<file path="src/hw/simt_defines.svh">
// global sizing for the simt issue/execute slice
// included by the packages and by any block that sizes loops or counters
`ifndef SIMT_DEFINES_SVH
`define SIMT_DEFINES_SVH

// threads per warp and lane width
`define NUM_THREADS 4
`define XLEN 16

// issue limit and execute latency
`define MAX_INFLIGHT 4
`define MUL_LATENCY 3

`endif

</file>
<file path="src/hw/isa_pkg.sv">
// instruction word layout for the simt slice
// the opcode sits in the top nibble of both forms
package isa_pkg;

    typedef enum logic [3:0] {
        op_alu = 4'h1,
        op_mul = 4'h2,
        op_beq = 4'h3
    } opcode_t;

    typedef enum logic [1:0] {
        fn_add = 2'd0,
        fn_sub = 2'd1,
        fn_and = 2'd2,
        fn_xor = 2'd3
    } alu_fn_t;

    // register form, used by alu and mul
    typedef struct packed {
        opcode_t     opcode;
        logic [4:0]  rd;
        alu_fn_t     fn;
        logic [20:0] pad;
    } r_form_t;

    // branch form, offset counts words
    typedef struct packed {
        opcode_t            opcode;
        logic [11:0]        pad;
        logic signed [15:0] offset;
    } b_form_t;

    typedef union packed {
        r_form_t r;
        b_form_t b;
    } instr_u;

endpackage

</file>
<file path="src/hw/pipe_pkg.sv">
// packet types passed between pipeline stages
// fetch packet in, operand packet through dispatch, result packet to commit
`include "simt_defines.svh"

package pipe_pkg;
    import isa_pkg::*;

    localparam int TID_W = $clog2(`NUM_THREADS);

    typedef logic [`NUM_THREADS-1:0][`XLEN-1:0] lane_data_t;

    typedef enum logic {
        ex_alu = 1'b0,
        ex_mul = 1'b1
    } ex_type_t;

    typedef struct packed {
        logic [31:0]              instr;
        logic [`NUM_THREADS-1:0]  tmask;
        logic [15:0]              pc;
        lane_data_t               rs1_data;
        lane_data_t               rs2_data;
    } fetch_pkt_t;

    typedef struct packed {
        ex_type_t                 ex_type;
        alu_fn_t                  fn;
        logic                     is_branch;
        logic [4:0]               rd;
        logic                     wb;
        logic [`NUM_THREADS-1:0]  tmask;
        logic [15:0]              pc;
        logic signed [15:0]       offset;
        logic [TID_W-1:0]         last_tid;
        lane_data_t               rs1_data;
        lane_data_t               rs2_data;
    } op_pkt_t;

    // inactive lanes carry zero
    typedef struct packed {
        logic [15:0]              pc;
        logic [4:0]               rd;
        logic [`NUM_THREADS-1:0]  tmask;
        logic                     wb;
        lane_data_t               data;
    } res_pkt_t;

endpackage

</file>
<file path="src/hw/dispatch.sv">
// dispatch stage: steers decoded packets to the alu or mul buffer
// issue is gated by the staller and by room in the chosen buffer
`timescale 1ns/100ps

module dispatch import pipe_pkg::*; (
    input  logic    clk,
    input  logic    reset,
    input  logic    flush,
    input  logic    commit_fire,
    input  logic    dec_valid,
    output logic    dec_ready,
    input  op_pkt_t dec_pkt,
    output logic    alu_valid,
    input  logic    alu_ready,
    output op_pkt_t alu_pkt,
    output logic    mul_valid,
    input  logic    mul_ready,
    output op_pkt_t mul_pkt
);
    logic issue_ok;
    logic issue_fire;
    logic is_mul;
    logic alu_in_valid;
    logic alu_in_ready;
    logic mul_in_valid;
    logic mul_in_ready;

    assign is_mul     = (dec_pkt.ex_type == ex_mul);
    assign dec_ready  = issue_ok && (is_mul ? mul_in_ready : alu_in_ready);
    assign issue_fire = dec_valid && dec_ready;

    assign alu_in_valid = issue_fire && !is_mul;
    assign mul_in_valid = issue_fire && is_mul;

    issue_staller staller (
        .clk         (clk),
        .reset       (reset),
        .flush       (flush),
        .issue_fire  (issue_fire),
        .is_branch   (dec_pkt.is_branch),
        .commit_fire (commit_fire),
        .issue_ok    (issue_ok)
    );

    unit_buffer alu_buffer (
        .clk       (clk),
        .reset     (reset),
        .flush     (flush),
        .valid_in  (alu_in_valid),
        .ready_in  (alu_in_ready),
        .data_in   (dec_pkt),
        .valid_out (alu_valid),
        .ready_out (alu_ready),
        .data_out  (alu_pkt)
    );

    unit_buffer mul_buffer (
        .clk       (clk),
        .reset     (reset),
        .flush     (flush),
        .valid_in  (mul_in_valid),
        .ready_in  (mul_in_ready),
        .data_in   (dec_pkt),
        .valid_out (mul_valid),
        .ready_out (mul_ready),
        .data_out  (mul_pkt)
    );

endmodule

</file>
<file path="src/hw/instr_decode.sv">
// decode stage: one register between fetch and dispatch
// splits the word by opcode and finds the last active thread
`timescale 1ns/100ps
`include "simt_defines.svh"

module instr_decode import isa_pkg::*, pipe_pkg::*; (
    input  logic       clk,
    input  logic       reset,
    input  logic       in_valid,
    output logic       in_ready,
    input  fetch_pkt_t in_pkt,
    output logic       dec_valid,
    input  logic       dec_ready,
    output op_pkt_t    dec_pkt
);
    instr_u           word;
    op_pkt_t          next_pkt;
    logic [TID_W-1:0] last_tid;

    assign word = in_pkt.instr;

    // highest set mask bit wins
    always_comb begin
        last_tid = '0;
        for (int i = 0; i < `NUM_THREADS; i++) begin
            if (in_pkt.tmask[i]) begin
                last_tid = TID_W'(i);
            end
        end
    end

    always_comb begin
        next_pkt           = '0;
        next_pkt.tmask     = in_pkt.tmask;
        next_pkt.pc        = in_pkt.pc;
        next_pkt.last_tid  = last_tid;
        next_pkt.rs1_data  = in_pkt.rs1_data;
        next_pkt.rs2_data  = in_pkt.rs2_data;
        case (word.r.opcode)
            op_beq: begin
                next_pkt.ex_type   = ex_alu;
                next_pkt.fn        = fn_sub;
                next_pkt.is_branch = 1'b1;
                next_pkt.offset    = word.b.offset;
            end
            op_mul: begin
                next_pkt.ex_type = ex_mul;
                next_pkt.fn      = word.r.fn;
                next_pkt.rd      = word.r.rd;
                next_pkt.wb      = 1'b1;
            end
            default: begin
                // unknown opcodes run as alu ops without writeback
                next_pkt.ex_type = ex_alu;
                next_pkt.fn      = word.r.fn;
                next_pkt.rd      = word.r.rd;
                next_pkt.wb      = (word.r.opcode == op_alu);
            end
        endcase
    end

    assign in_ready = !dec_valid || dec_ready;

    always_ff @(posedge clk) begin
        if (reset) begin
            dec_valid <= 1'b0;
        end else if (in_valid && in_ready) begin
            dec_valid <= 1'b1;
        end else if (dec_ready) begin
            dec_valid <= 1'b0;
        end
    end

    always_ff @(posedge clk) begin
        if (in_valid && in_ready) begin
            dec_pkt <= next_pkt;
        end
    end

    // a warp never issues with every thread masked off
    assert property (@(posedge clk) disable iff (reset)
        (in_valid && in_ready) |-> (in_pkt.tmask != '0));

endmodule

</file>
<file path="src/hw/issue_staller.sv">
// counts instructions between issue and commit and holds back issue
// so that a branch always runs through execute on its own
`timescale 1ns/100ps
`include "simt_defines.svh"

module issue_staller (
    input  logic clk,
    input  logic reset,
    input  logic flush,
    input  logic issue_fire,
    input  logic is_branch,
    input  logic commit_fire,
    output logic issue_ok
);
    localparam int CW = $clog2(`MAX_INFLIGHT + 1);

    logic [CW-1:0] count;
    logic          branch_pending;

    assign issue_ok = (count < CW'(`MAX_INFLIGHT))
                   && !branch_pending
                   && !(is_branch && (count != '0));

    always_ff @(posedge clk) begin
        if (reset) begin
            count          <= '0;
            branch_pending <= 1'b0;
        end else if (flush) begin
            // only the branch itself is left in flight
            count          <= commit_fire ? CW'(0) : CW'(1);
            branch_pending <= branch_pending && !commit_fire;
        end else begin
            case ({issue_fire, commit_fire})
                2'b10:   count <= count + 1'b1;
                2'b01:   count <= count - 1'b1;
                default: count <= count;
            endcase
            if (issue_fire && is_branch) begin
                branch_pending <= 1'b1;
            end else if (commit_fire && (count == CW'(1))) begin
                branch_pending <= 1'b0;
            end
        end
    end

    assert property (@(posedge clk) disable iff (reset)
        commit_fire |-> (count != '0));

endmodule

</file>
<file path="src/hw/result_arbiter.sv">
// merges alu and mul results onto the single commit port
// mul wins when both are valid, since it has waited longest
`timescale 1ns/100ps

module result_arbiter import pipe_pkg::*; (
    input  logic     alu_valid,
    output logic     alu_ready,
    input  res_pkt_t alu_res,
    input  logic     mul_valid,
    output logic     mul_ready,
    input  res_pkt_t mul_res,
    output logic     commit_valid,
    input  logic     commit_ready,
    output res_pkt_t commit_pkt
);
    assign commit_valid = alu_valid || mul_valid;
    assign commit_pkt   = mul_valid ? mul_res : alu_res;

    assign mul_ready = commit_ready;
    assign alu_ready = commit_ready && !mul_valid;

    // every committed result belongs to at least one thread
    always_comb begin
        assert (!commit_valid || (commit_pkt.tmask != '0))
            else $error("commit with an empty thread mask");
    end

endmodule

</file>
<file path="src/hw/simt_alu.sv">
// single-cycle per-thread alu, also resolves beq
// a taken branch pulses redirect with the result, which flushes the buffers
`timescale 1ns/100ps
`include "simt_defines.svh"

module simt_alu import isa_pkg::*, pipe_pkg::*; (
    input  logic        clk,
    input  logic        reset,
    input  logic        op_valid,
    output logic        op_ready,
    input  op_pkt_t     op_pkt,
    output logic        res_valid,
    input  logic        res_ready,
    output res_pkt_t    res_pkt,
    output logic        redirect_valid,
    output logic [15:0] redirect_pc
);
    lane_data_t lane_res;
    logic       taken;
    logic       op_fire;

    always_comb begin
        for (int i = 0; i < `NUM_THREADS; i++) begin
            case (op_pkt.fn)
                fn_add:  lane_res[i] = op_pkt.rs1_data[i] + op_pkt.rs2_data[i];
                fn_sub:  lane_res[i] = op_pkt.rs1_data[i] - op_pkt.rs2_data[i];
                fn_and:  lane_res[i] = op_pkt.rs1_data[i] & op_pkt.rs2_data[i];
                default: lane_res[i] = op_pkt.rs1_data[i] ^ op_pkt.rs2_data[i];
            endcase
            if (!op_pkt.tmask[i] || op_pkt.is_branch) begin
                lane_res[i] = '0;
            end
        end
    end

    // branch outcome follows the last active thread only
    assign taken = op_pkt.is_branch
                && (op_pkt.rs1_data[op_pkt.last_tid] == op_pkt.rs2_data[op_pkt.last_tid]);

    assign op_ready = !res_valid || res_ready;
    assign op_fire  = op_valid && op_ready;

    always_ff @(posedge clk) begin
        if (reset) begin
            res_valid      <= 1'b0;
            redirect_valid <= 1'b0;
        end else begin
            redirect_valid <= op_fire && taken;
            if (op_fire) begin
                res_valid <= 1'b1;
            end else if (res_ready) begin
                res_valid <= 1'b0;
            end
        end
    end

    always_ff @(posedge clk) begin
        if (op_fire) begin
            res_pkt.pc    <= op_pkt.pc;
            res_pkt.rd    <= op_pkt.rd;
            res_pkt.tmask <= op_pkt.tmask;
            res_pkt.wb    <= op_pkt.wb;
            res_pkt.data  <= lane_res;
            // pc counts words, same unit as the offset
            redirect_pc   <= op_pkt.pc + op_pkt.offset;
        end
    end

endmodule

</file>
<file path="src/hw/simt_core_top.sv">
// issue-and-execute slice of a four-thread simt core
// fetch packets in, one commit port and a branch redirect out
`timescale 1ns/100ps

module simt_core_top import pipe_pkg::*; (
    input  logic        clk,
    input  logic        reset,
    input  logic        in_valid,
    output logic        in_ready,
    input  fetch_pkt_t  in_pkt,
    output logic        commit_valid,
    input  logic        commit_ready,
    output res_pkt_t    commit_pkt,
    output logic        redirect_valid,
    output logic [15:0] redirect_pc
);
    logic     dec_valid;
    logic     dec_ready;
    op_pkt_t  dec_pkt;
    logic     alu_op_valid;
    logic     alu_op_ready;
    op_pkt_t  alu_op_pkt;
    logic     mul_op_valid;
    logic     mul_op_ready;
    op_pkt_t  mul_op_pkt;
    logic     alu_res_valid;
    logic     alu_res_ready;
    res_pkt_t alu_res;
    logic     mul_res_valid;
    logic     mul_res_ready;
    res_pkt_t mul_res;

    wire commit_fire = commit_valid && commit_ready;

    instr_decode decode (
        .clk       (clk),
        .reset     (reset),
        .in_valid  (in_valid),
        .in_ready  (in_ready),
        .in_pkt    (in_pkt),
        .dec_valid (dec_valid),
        .dec_ready (dec_ready),
        .dec_pkt   (dec_pkt)
    );

    // the redirect pulse doubles as the flush
    dispatch dispatch_stage (
        .clk         (clk),
        .reset       (reset),
        .flush       (redirect_valid),
        .commit_fire (commit_fire),
        .dec_valid   (dec_valid),
        .dec_ready   (dec_ready),
        .dec_pkt     (dec_pkt),
        .alu_valid   (alu_op_valid),
        .alu_ready   (alu_op_ready),
        .alu_pkt     (alu_op_pkt),
        .mul_valid   (mul_op_valid),
        .mul_ready   (mul_op_ready),
        .mul_pkt     (mul_op_pkt)
    );

    simt_alu alu (
        .clk            (clk),
        .reset          (reset),
        .op_valid       (alu_op_valid),
        .op_ready       (alu_op_ready),
        .op_pkt         (alu_op_pkt),
        .res_valid      (alu_res_valid),
        .res_ready      (alu_res_ready),
        .res_pkt        (alu_res),
        .redirect_valid (redirect_valid),
        .redirect_pc    (redirect_pc)
    );

    simt_mul mul (
        .clk       (clk),
        .reset     (reset),
        .op_valid  (mul_op_valid),
        .op_ready  (mul_op_ready),
        .op_pkt    (mul_op_pkt),
        .res_valid (mul_res_valid),
        .res_ready (mul_res_ready),
        .res_pkt   (mul_res)
    );

    result_arbiter arbiter (
        .alu_valid    (alu_res_valid),
        .alu_ready    (alu_res_ready),
        .alu_res      (alu_res),
        .mul_valid    (mul_res_valid),
        .mul_ready    (mul_res_ready),
        .mul_res      (mul_res),
        .commit_valid (commit_valid),
        .commit_ready (commit_ready),
        .commit_pkt   (commit_pkt)
    );

endmodule

</file>
<file path="src/hw/simt_mul.sv">
// per-thread 16x16 multiply keeping the low lane bits
// fixed latency, holds one instruction until its result is taken
`timescale 1ns/100ps
`include "simt_defines.svh"

module simt_mul import pipe_pkg::*; (
    input  logic     clk,
    input  logic     reset,
    input  logic     op_valid,
    output logic     op_ready,
    input  op_pkt_t  op_pkt,
    output logic     res_valid,
    input  logic     res_ready,
    output res_pkt_t res_pkt
);
    localparam int CNT_W = $clog2(`MUL_LATENCY + 1);

    logic             busy;
    logic [CNT_W-1:0] cnt;
    lane_data_t       prod;

    always_comb begin
        for (int i = 0; i < `NUM_THREADS; i++) begin
            prod[i] = op_pkt.tmask[i] ? op_pkt.rs1_data[i] * op_pkt.rs2_data[i] : '0;
        end
    end

    assign op_ready  = !busy;
    assign res_valid = busy && (cnt == '0);

    always_ff @(posedge clk) begin
        if (reset) begin
            busy <= 1'b0;
            cnt  <= '0;
        end else if (op_valid && op_ready) begin
            // the accepting cycle is the first of the latency
            busy <= 1'b1;
            cnt  <= CNT_W'(`MUL_LATENCY - 1);
        end else if (res_valid && res_ready) begin
            busy <= 1'b0;
        end else if (cnt != '0) begin
            cnt <= cnt - 1'b1;
        end
    end

    always_ff @(posedge clk) begin
        if (op_valid && op_ready) begin
            res_pkt <= '{pc: op_pkt.pc, rd: op_pkt.rd, tmask: op_pkt.tmask,
                         wb: op_pkt.wb, data: prod};
        end
    end

endmodule

</file>
<file path="src/hw/unit_buffer.sv">
// two-entry elastic buffer in front of one execute unit
// output register plus a skid slot, flush drops both
`timescale 1ns/100ps

module unit_buffer import pipe_pkg::*; (
    input  logic    clk,
    input  logic    reset,
    input  logic    flush,
    input  logic    valid_in,
    output logic    ready_in,
    input  op_pkt_t data_in,
    output logic    valid_out,
    input  logic    ready_out,
    output op_pkt_t data_out
);
    logic    skid_valid;
    op_pkt_t skid_data;
    logic    out_free;

    assign ready_in = !skid_valid;
    assign out_free = !valid_out || ready_out;

    always_ff @(posedge clk) begin
        if (reset || flush) begin
            valid_out  <= 1'b0;
            skid_valid <= 1'b0;
        end else if (out_free) begin
            // skid drains first, input is held off meanwhile
            valid_out  <= skid_valid || valid_in;
            skid_valid <= 1'b0;
        end else if (valid_in && ready_in) begin
            skid_valid <= 1'b1;
        end
    end

    always_ff @(posedge clk) begin
        if (out_free) begin
            data_out <= skid_valid ? skid_data : data_in;
        end
        if (!out_free && valid_in && ready_in) begin
            skid_data <= data_in;
        end
    end

    // the writer never offers a packet while both slots are taken
    assert property (@(posedge clk) disable iff (reset)
        (valid_out && skid_valid) |-> !valid_in);

endmodule

</file>
<file path="config.mk">
export PLATFORM = sky130hd
export DESIGN_NAME = simt_core_top
export DESIGN_NICKNAME = d
export VERILOG_FILES = /design/src/hw/isa_pkg.sv /design/src/hw/pipe_pkg.sv /design/src/hw/dispatch.sv /design/src/hw/instr_decode.sv /design/src/hw/issue_staller.sv /design/src/hw/result_arbiter.sv /design/src/hw/simt_alu.sv /design/src/hw/simt_core_top.sv /design/src/hw/simt_mul.sv /design/src/hw/unit_buffer.sv
export VERILOG_INCLUDE_DIRS = /design/src /design/src/hw
export SDC_FILE = /design/constraint.sdc
export NUM_CORES = 2
export LEC_CHECK = 0
export ABC_AREA = 0
export BUFFER_PORTS_ARGS = -buffer_cell sky130_fd_sc_hd__buf_2
export CORE_UTILIZATION = 35
export CTS_BUF_LIST = sky130_fd_sc_hd__clkbuf_4
export CTS_CLUSTER_DIAMETER = 200
export CTS_CLUSTER_SIZE = 10
export DETAILED_ROUTE_END_ITERATION = 8
export RECOVER_POWER = 100
export SLEW_MARGIN = 20
export SYNTH_ARGS = -nofsm -noshare
export SYNTH_HDL_FRONTEND = slang
export SYNTH_SLANG_ARGS = --single-unit
</file>
<file path="constraint.sdc">
create_clock -name clk -period 23.4 [get_ports clk]
set_clock_uncertainty 0.15 [all_clocks]
set_input_delay 4.68 -clock clk [delete_from_list [all_inputs] [get_ports clk]]
set_output_delay 4.68 -clock clk [all_outputs]
set_load 0.01 [all_outputs]
</file>
After elaboration in Yosys (flattened, before gate mapping):

Cells that the tools add are included.

* $add $sub $neg: 12
* multipliers: 4
* div/mod/pow operators: 0
* order comparisons: 2
* equality and inequality tests: 10
* shift-type cells: 0
* mux-type cells: 32
* bitwise operators: 9
* reduce and logical (&&, ||, !) cells: 71

Operators with widths (count)
* 16-bit one-hot mux with 3 select lines: 4
* 175-bit 2-to-1 mux: 1
* 172-bit 2-to-1 mux: 1
* 90-bit 2-to-1 mux: 1
* 16-bit adder: 5
* 16-bit bitwise AND: 4
* 16-bit binary-select mux with 2-bit select: 2
* 16-bit by 16-bit multiplier with 16-bit output: 4
* 16-bit subtractor: 4
* 16-bit bitwise XOR: 4
* 16-bit 2-to-1 mux: 2
* 1-bit logical AND: 25
* 1-bit zero test: 18
* 16-bit equality test: 1
* 1-bit 2-to-1 mux: 14
* 1-bit logical OR: 12
* 3-bit one-hot mux with 2 select lines: 2
* 6-bit one-hot mux with 2 select lines: 1
* 2-bit nonzero test: 5
* 3-bit nonzero test: 3
* 4-bit by 2-bit equality test with 1-bit output, second input constant: 2
* 2-bit OR reduction: 4
* 2-bit 2-to-1 mux: 3
* 2-bit by 1-bit equality test with 1-bit output, second input constant: 2
* other kinds (13): 16

* bits in registers: 1062
* bits in latches: 0
* memory bits (writable): 0
* memory bits (read-only): 0
* input bits: 184
* output and inout port bits: 109
* word-level logic and storage cells: 245
* memories: 0

Depth between registers and ports, before layout:

* depth in word-level cells: 9
* mapped depth: 22
* depth with buffers taken out: 21

Modules after synthesis:

Synthesis repeated with hierarchy kept, for this count alone.

* cells, all modules: 4654
* area, all modules: 64033.9 µm²

Modules (own cells, without submodules)
* unit_buffer: times used 2, cells an instance 556, area each 13193.9 µm², sequential area each 10610.2 µm²
* simt_mul: times used 1, cells an instance 2005, area each 18924.4 µm², sequential area each 2762.6 µm²
* simt_alu: times used 1, cells an instance 1180, area each 11404.7 µm², sequential area each 3223.1 µm²
* instr_decode: times used 1, cells an instance 213, area each 5549.1 µm², sequential area each 5305.1 µm²
* result_arbiter: times used 1, cells an instance 103, area each 1432.6 µm², sequential area each 0.0 µm²
* issue_staller: times used 1, cells an instance 33, area each 290.3 µm², sequential area each 80.1 µm²
* dispatch: times used 1, cells an instance 7, area each 38.8 µm², sequential area each 0.0 µm²
* simt_core_top: times used 1, cells an instance 1, area each 6.3 µm², sequential area each 0.0 µm²

Least setup slack after synthesis:

Ideal clock, no wire load.

* path type: input -> register
* start point: input commit_ready
* end point: register dispatch_stage.alu_buffer.skid_data[0] (netlist name) (enable)
* setup time: 0.924 ns
* data arrival time: 21.933 ns
* data required time: 22.326 ns
* slack: 0.393 ns
* stages on the path: 4
* path buffers: 0
* cells stage by stage: inv_1 o21a_1 nand2_1 nor3_1

* longest elaborated chain between the ends: 6

Ends and longest elaborated chain
* start: declaration: RTL line simt_core_top.sv:12 `input logic commit_ready,`
* 1-bit logical AND: RTL line result_arbiter.sv:20 `assign alu_ready = commit_ready && !mul_valid;`
* 1-bit logical OR: RTL line simt_alu.sv:40 `assign op_ready = !res_valid || res_ready;`
* 1-bit logical OR: RTL line unit_buffer.sv:21 `assign out_free = !valid_out || ready_out;`
* named net dispatch_stage.alu_buffer.out_free: RTL line unit_buffer.sv:18 `logic out_free;`
* 1-bit zero test: RTL line unit_buffer.sv:40 `if (!out_free && valid_in && ready_in) begin`
* 1-bit logical AND (2 in series): RTL line unit_buffer.sv:40
* end signal: assignment: RTL line unit_buffer.sv:41 `skid_data <= data_in;`
* end: declaration: RTL line unit_buffer.sv:17 `op_pkt_t skid_data;`

The timed path passes the listed nets, and every way through them passes these cells.
A chain may end at the register's enable or synchronous reset.

Worst setup path after layout:

* start point: input in_valid
* end point: register decode.dec_pkt[122] (netlist name)

* longest elaborated chain between the ends: 1

Ends and longest elaborated chain
* start: declaration: RTL line simt_core_top.sv:8 `input logic in_valid,`
* 1-bit logical AND: RTL line instr_decode.sv:75 `if (in_valid && in_ready) begin`

Every way passes these cells.

==> metrics.cfg <==
[grt]
grt_max_degree = 134
grt_pass1_vias = 36400
track_usage_pct = 17.0
grt_remaining_overflow = 0
antenna_found_initial = 28
grt_pass1_wl_um = 224000

[run_status]
status = finished, violations left
violations = capacitance limit, slew limit

[worst_setup_path]
worst_ep_required_time_ps = 23860
setup.worst_path.class = in2reg
r2r_slack_ps = 13380
start_kind = input port
reg2regPathDepth = 5
end_kind = register
cp_max_fo = 52
worstPathArrival_ps = 11800

[die]
die_area_um2 = 175000
coreArea_um2 = 172000
die_h_um = 418
die_width_um = 418
num_io_pins = 293
fp-row-count = 152
initial_core_util_pct = 35.2

[sta]
rsz0062_at_grt = false
fmax_ghz = 0.0882
tightest_slew_ps = 8140
setup_viol = 0
finalHoldViolCount = 0
fin_crit_sh_pct = 48.5
tns_ps = 0
max_slew_margin_pct = -443
maxSlewViolCount = 1478
setup_ws_ps = 12060
period_minus_slack_ps = 11340

[logic_synthesis]
yosysTopAreaCell = edfxtp_1
synth_area_per_cell_um2 = 13.3
seq_area_frac_synth_pct = 51.6
ys_async_sr_fraction_pct = 0
syn_area_um2 = 60500
yosysUniqueCellTypes = 67
ys_seq_elements = 1044
synthFlopType = edfxtp_1
synth-edff-count = 1030
synth_most_common_cell = edfxtp_1
synth_area_leaders = edfxtp_1 (51%), fa_1 (11%), mux2_2 (8.0%)
postSynthCellCount = 4553
netlist_top_cells_count = edfxtp_1 (1,030), inv_1 (491), mux2_2 (430)
syn_nets = 5406
synth_warnings = 0
netlist.area_leader.share_pct = 51.1

[placed_design]
dpl.cell_count = 7037
place_hpwl_um = 105000
portBuffers = 287
dp_slack_ps = 15570
gp_congestion = 0.857

[clock_network]
cts-root-buf = clkbuf_4
worst_skew_pair.late_latency_ps = 1200
cts.sinks = 1044
ctsResizeCount = 0
cts_tree = done
clockBufferDepth = 3
htree_levels = 3
hold_buffers = 0
post_cts_buffers = 0
cts_buffers = 114
clk_pin_slew_ps = 110

[routing]
drt_wl_total_um = 148000
drt_pass1_iterations = 5
wl_per_cell_um = 20.6
routed_via_density = 4.87
antenna_left = 0
route.detailed.drc = 0
drt_iter0_drc = 2257
vias = 35000

[power_and_ir_drop]
vdd_drop_max_mv = 0.0983
p_leak_nw = 25.5
powerDensity_nw_per_um2 = 94.5
power_mw = 6.19

[hold_path]
hold_path_class = reg2reg
hold-path-cell-count = 0

[final_layout]
fin_cells = 7192
fin_util_pct = 38.1
num-nets-final = 5696
final_layout_size_suffix_gt1_share_pct = 14.3
syn2layout_area_growth_pct = 8.27
fill_cells = 16400

[job]
maxCapViolations = 28

-- cells by family (layout without fill, tap and decap cells) --
logic type | after synthesis | count (layout) | synth area share, %
compound gates | 419 | 419 | 4.58
fa+ha+maj | 669 | 669 | 17.9
buf+inv | 641 | 965 | 3.98
other cells | 0 | 5 | 0
simple gates | 975 | 975 | 8.35
flops | 1044 | 1044 | 51.6
xor+xnor | 317 | 317 | 4.68
mux | 488 | 488 | 8.96
-- state kept, by name, indices dropped and copies added, names as in the netlist --
register / cells
dispatch_stage.staller.branch_pending: 1
mul.res_pkt: 90
alu.redirect_pc: 16
dispatch_stage.mul_buffer.data_out: 154
dispatch_stage.staller.count: 3
dispatch_stage.alu_buffer.skid_data: 175
dispatch_stage.alu_buffer.valid_out: 1
alu.res_pkt: 90
alu.res_valid: 1
mul.cnt: 2
alu.redirect_valid: 1
mul.busy: 1
dispatch_stage.mul_buffer.skid_data: 154
decode.dec_pkt: 176
dispatch_stage.mul_buffer.skid_valid: 1
dispatch_stage.alu_buffer.skid_valid: 1
decode.dec_valid: 1
dispatch_stage.alu_buffer.data_out: 175
dispatch_stage.mul_buffer.valid_out: 1
-- critical path, cell delays in order --
cell      delay, ps
buf_2            70
inv_1            40
a21oi_1        1920
clkbuf_1       2560
clkbuf_1       2360
-- through the flow --
stage	area, µm²	hold slack, ps
after floorplan	60500	250
after global placement	64700	250
after detailed placement	64700	257
after CTS	65800	267
after global routing	65500	279
final	65500	261
-- layer usage --
metal  routed length (µm)  vias up  GRT usage [%]
li1                     -    16500              -
met3                 6620      274           2.91
met4                 5250       48           6.23
met2                70700      741           28.4
met5                  302        -              0
met1                65200    17500           22.2
-- final cells by class --
cell class	instances	area (µm²)	area share, %
flip-flops and latches	1044	31200	47.6
multi-input cells	2868	26900	41.1
well taps	2310	2890	4.41
inverters	492	1850	2.82
repair buffers	323	1500	2.29
clock buffers	143	1070	1.64
clock inverters	7	78.8	0.120
diodes	5	12.5	0.0191
-- power breakdown --
| part | switching, mW | total [mW] | internal, mW | leakage, nW |
|---|---|---|---|---|
| registers | 0.107 | 2.33 | 2.22 | 10.1 |
| logic | 1.57 | 2.96 | 1.39 | 14.7 |
| clock network | 0.621 | 0.903 | 0.282 | 0.695 |
-- cells in the final DEF (no fill, tap or decap), types with 10 or more instances in the layout --
cell type  Yosys  layout
a211oi_1      54      54
a21o_1        56      56
a21oi_1      120     120
and2_0         0      58
and2_1       343     285
and3_1        13      13
buf_2          0     188
clkbuf_1     135     125
clkbuf_4       0     143
dfxtp_1       14      14
edfxtp_1    1030    1030
fa_1         325     325
ha_1         344     344
inv_1        491     491
mux2_1         0     105
mux2_2       430     325
mux2i_1       58      58
nand2_1      324     323
nand2b_1      18      18
nand3_1       14      14
nand4_1       12      12
nor2_1       103     103
nor2b_1       24      23
nor3_1        40      40
nor4_1        17      17
o21a_1        20      20
o21ai_0       67      67
o21bai_1      10      10
o31ai_1       13      13
o41ai_1       10      10
or2_2         11      11
or3_1         18      18
xnor2_1      193     193
xor2_1       120     120
-- path summary, 6_finish.rpt --
path / end / startpoint
max: decode.dec_pkt[122]$_DFFE_PP_ / in_valid
min: dispatch_stage.alu_buffer.skid_data[130]$_DFFE_PP_ / decode.dec_pkt[130]$_SDFFCE_PN0P_
max reg2reg: decode.dec_pkt[122]$_DFFE_PP_ / dispatch_stage.alu_buffer.skid_valid$_SDFFE_PP0P_
min reg2reg: dispatch_stage.alu_buffer.skid_data[130]$_DFFE_PP_ / decode.dec_pkt[130]$_SDFFCE_PN0P_
No activity file was read; power rests on OpenSTA's default activity.
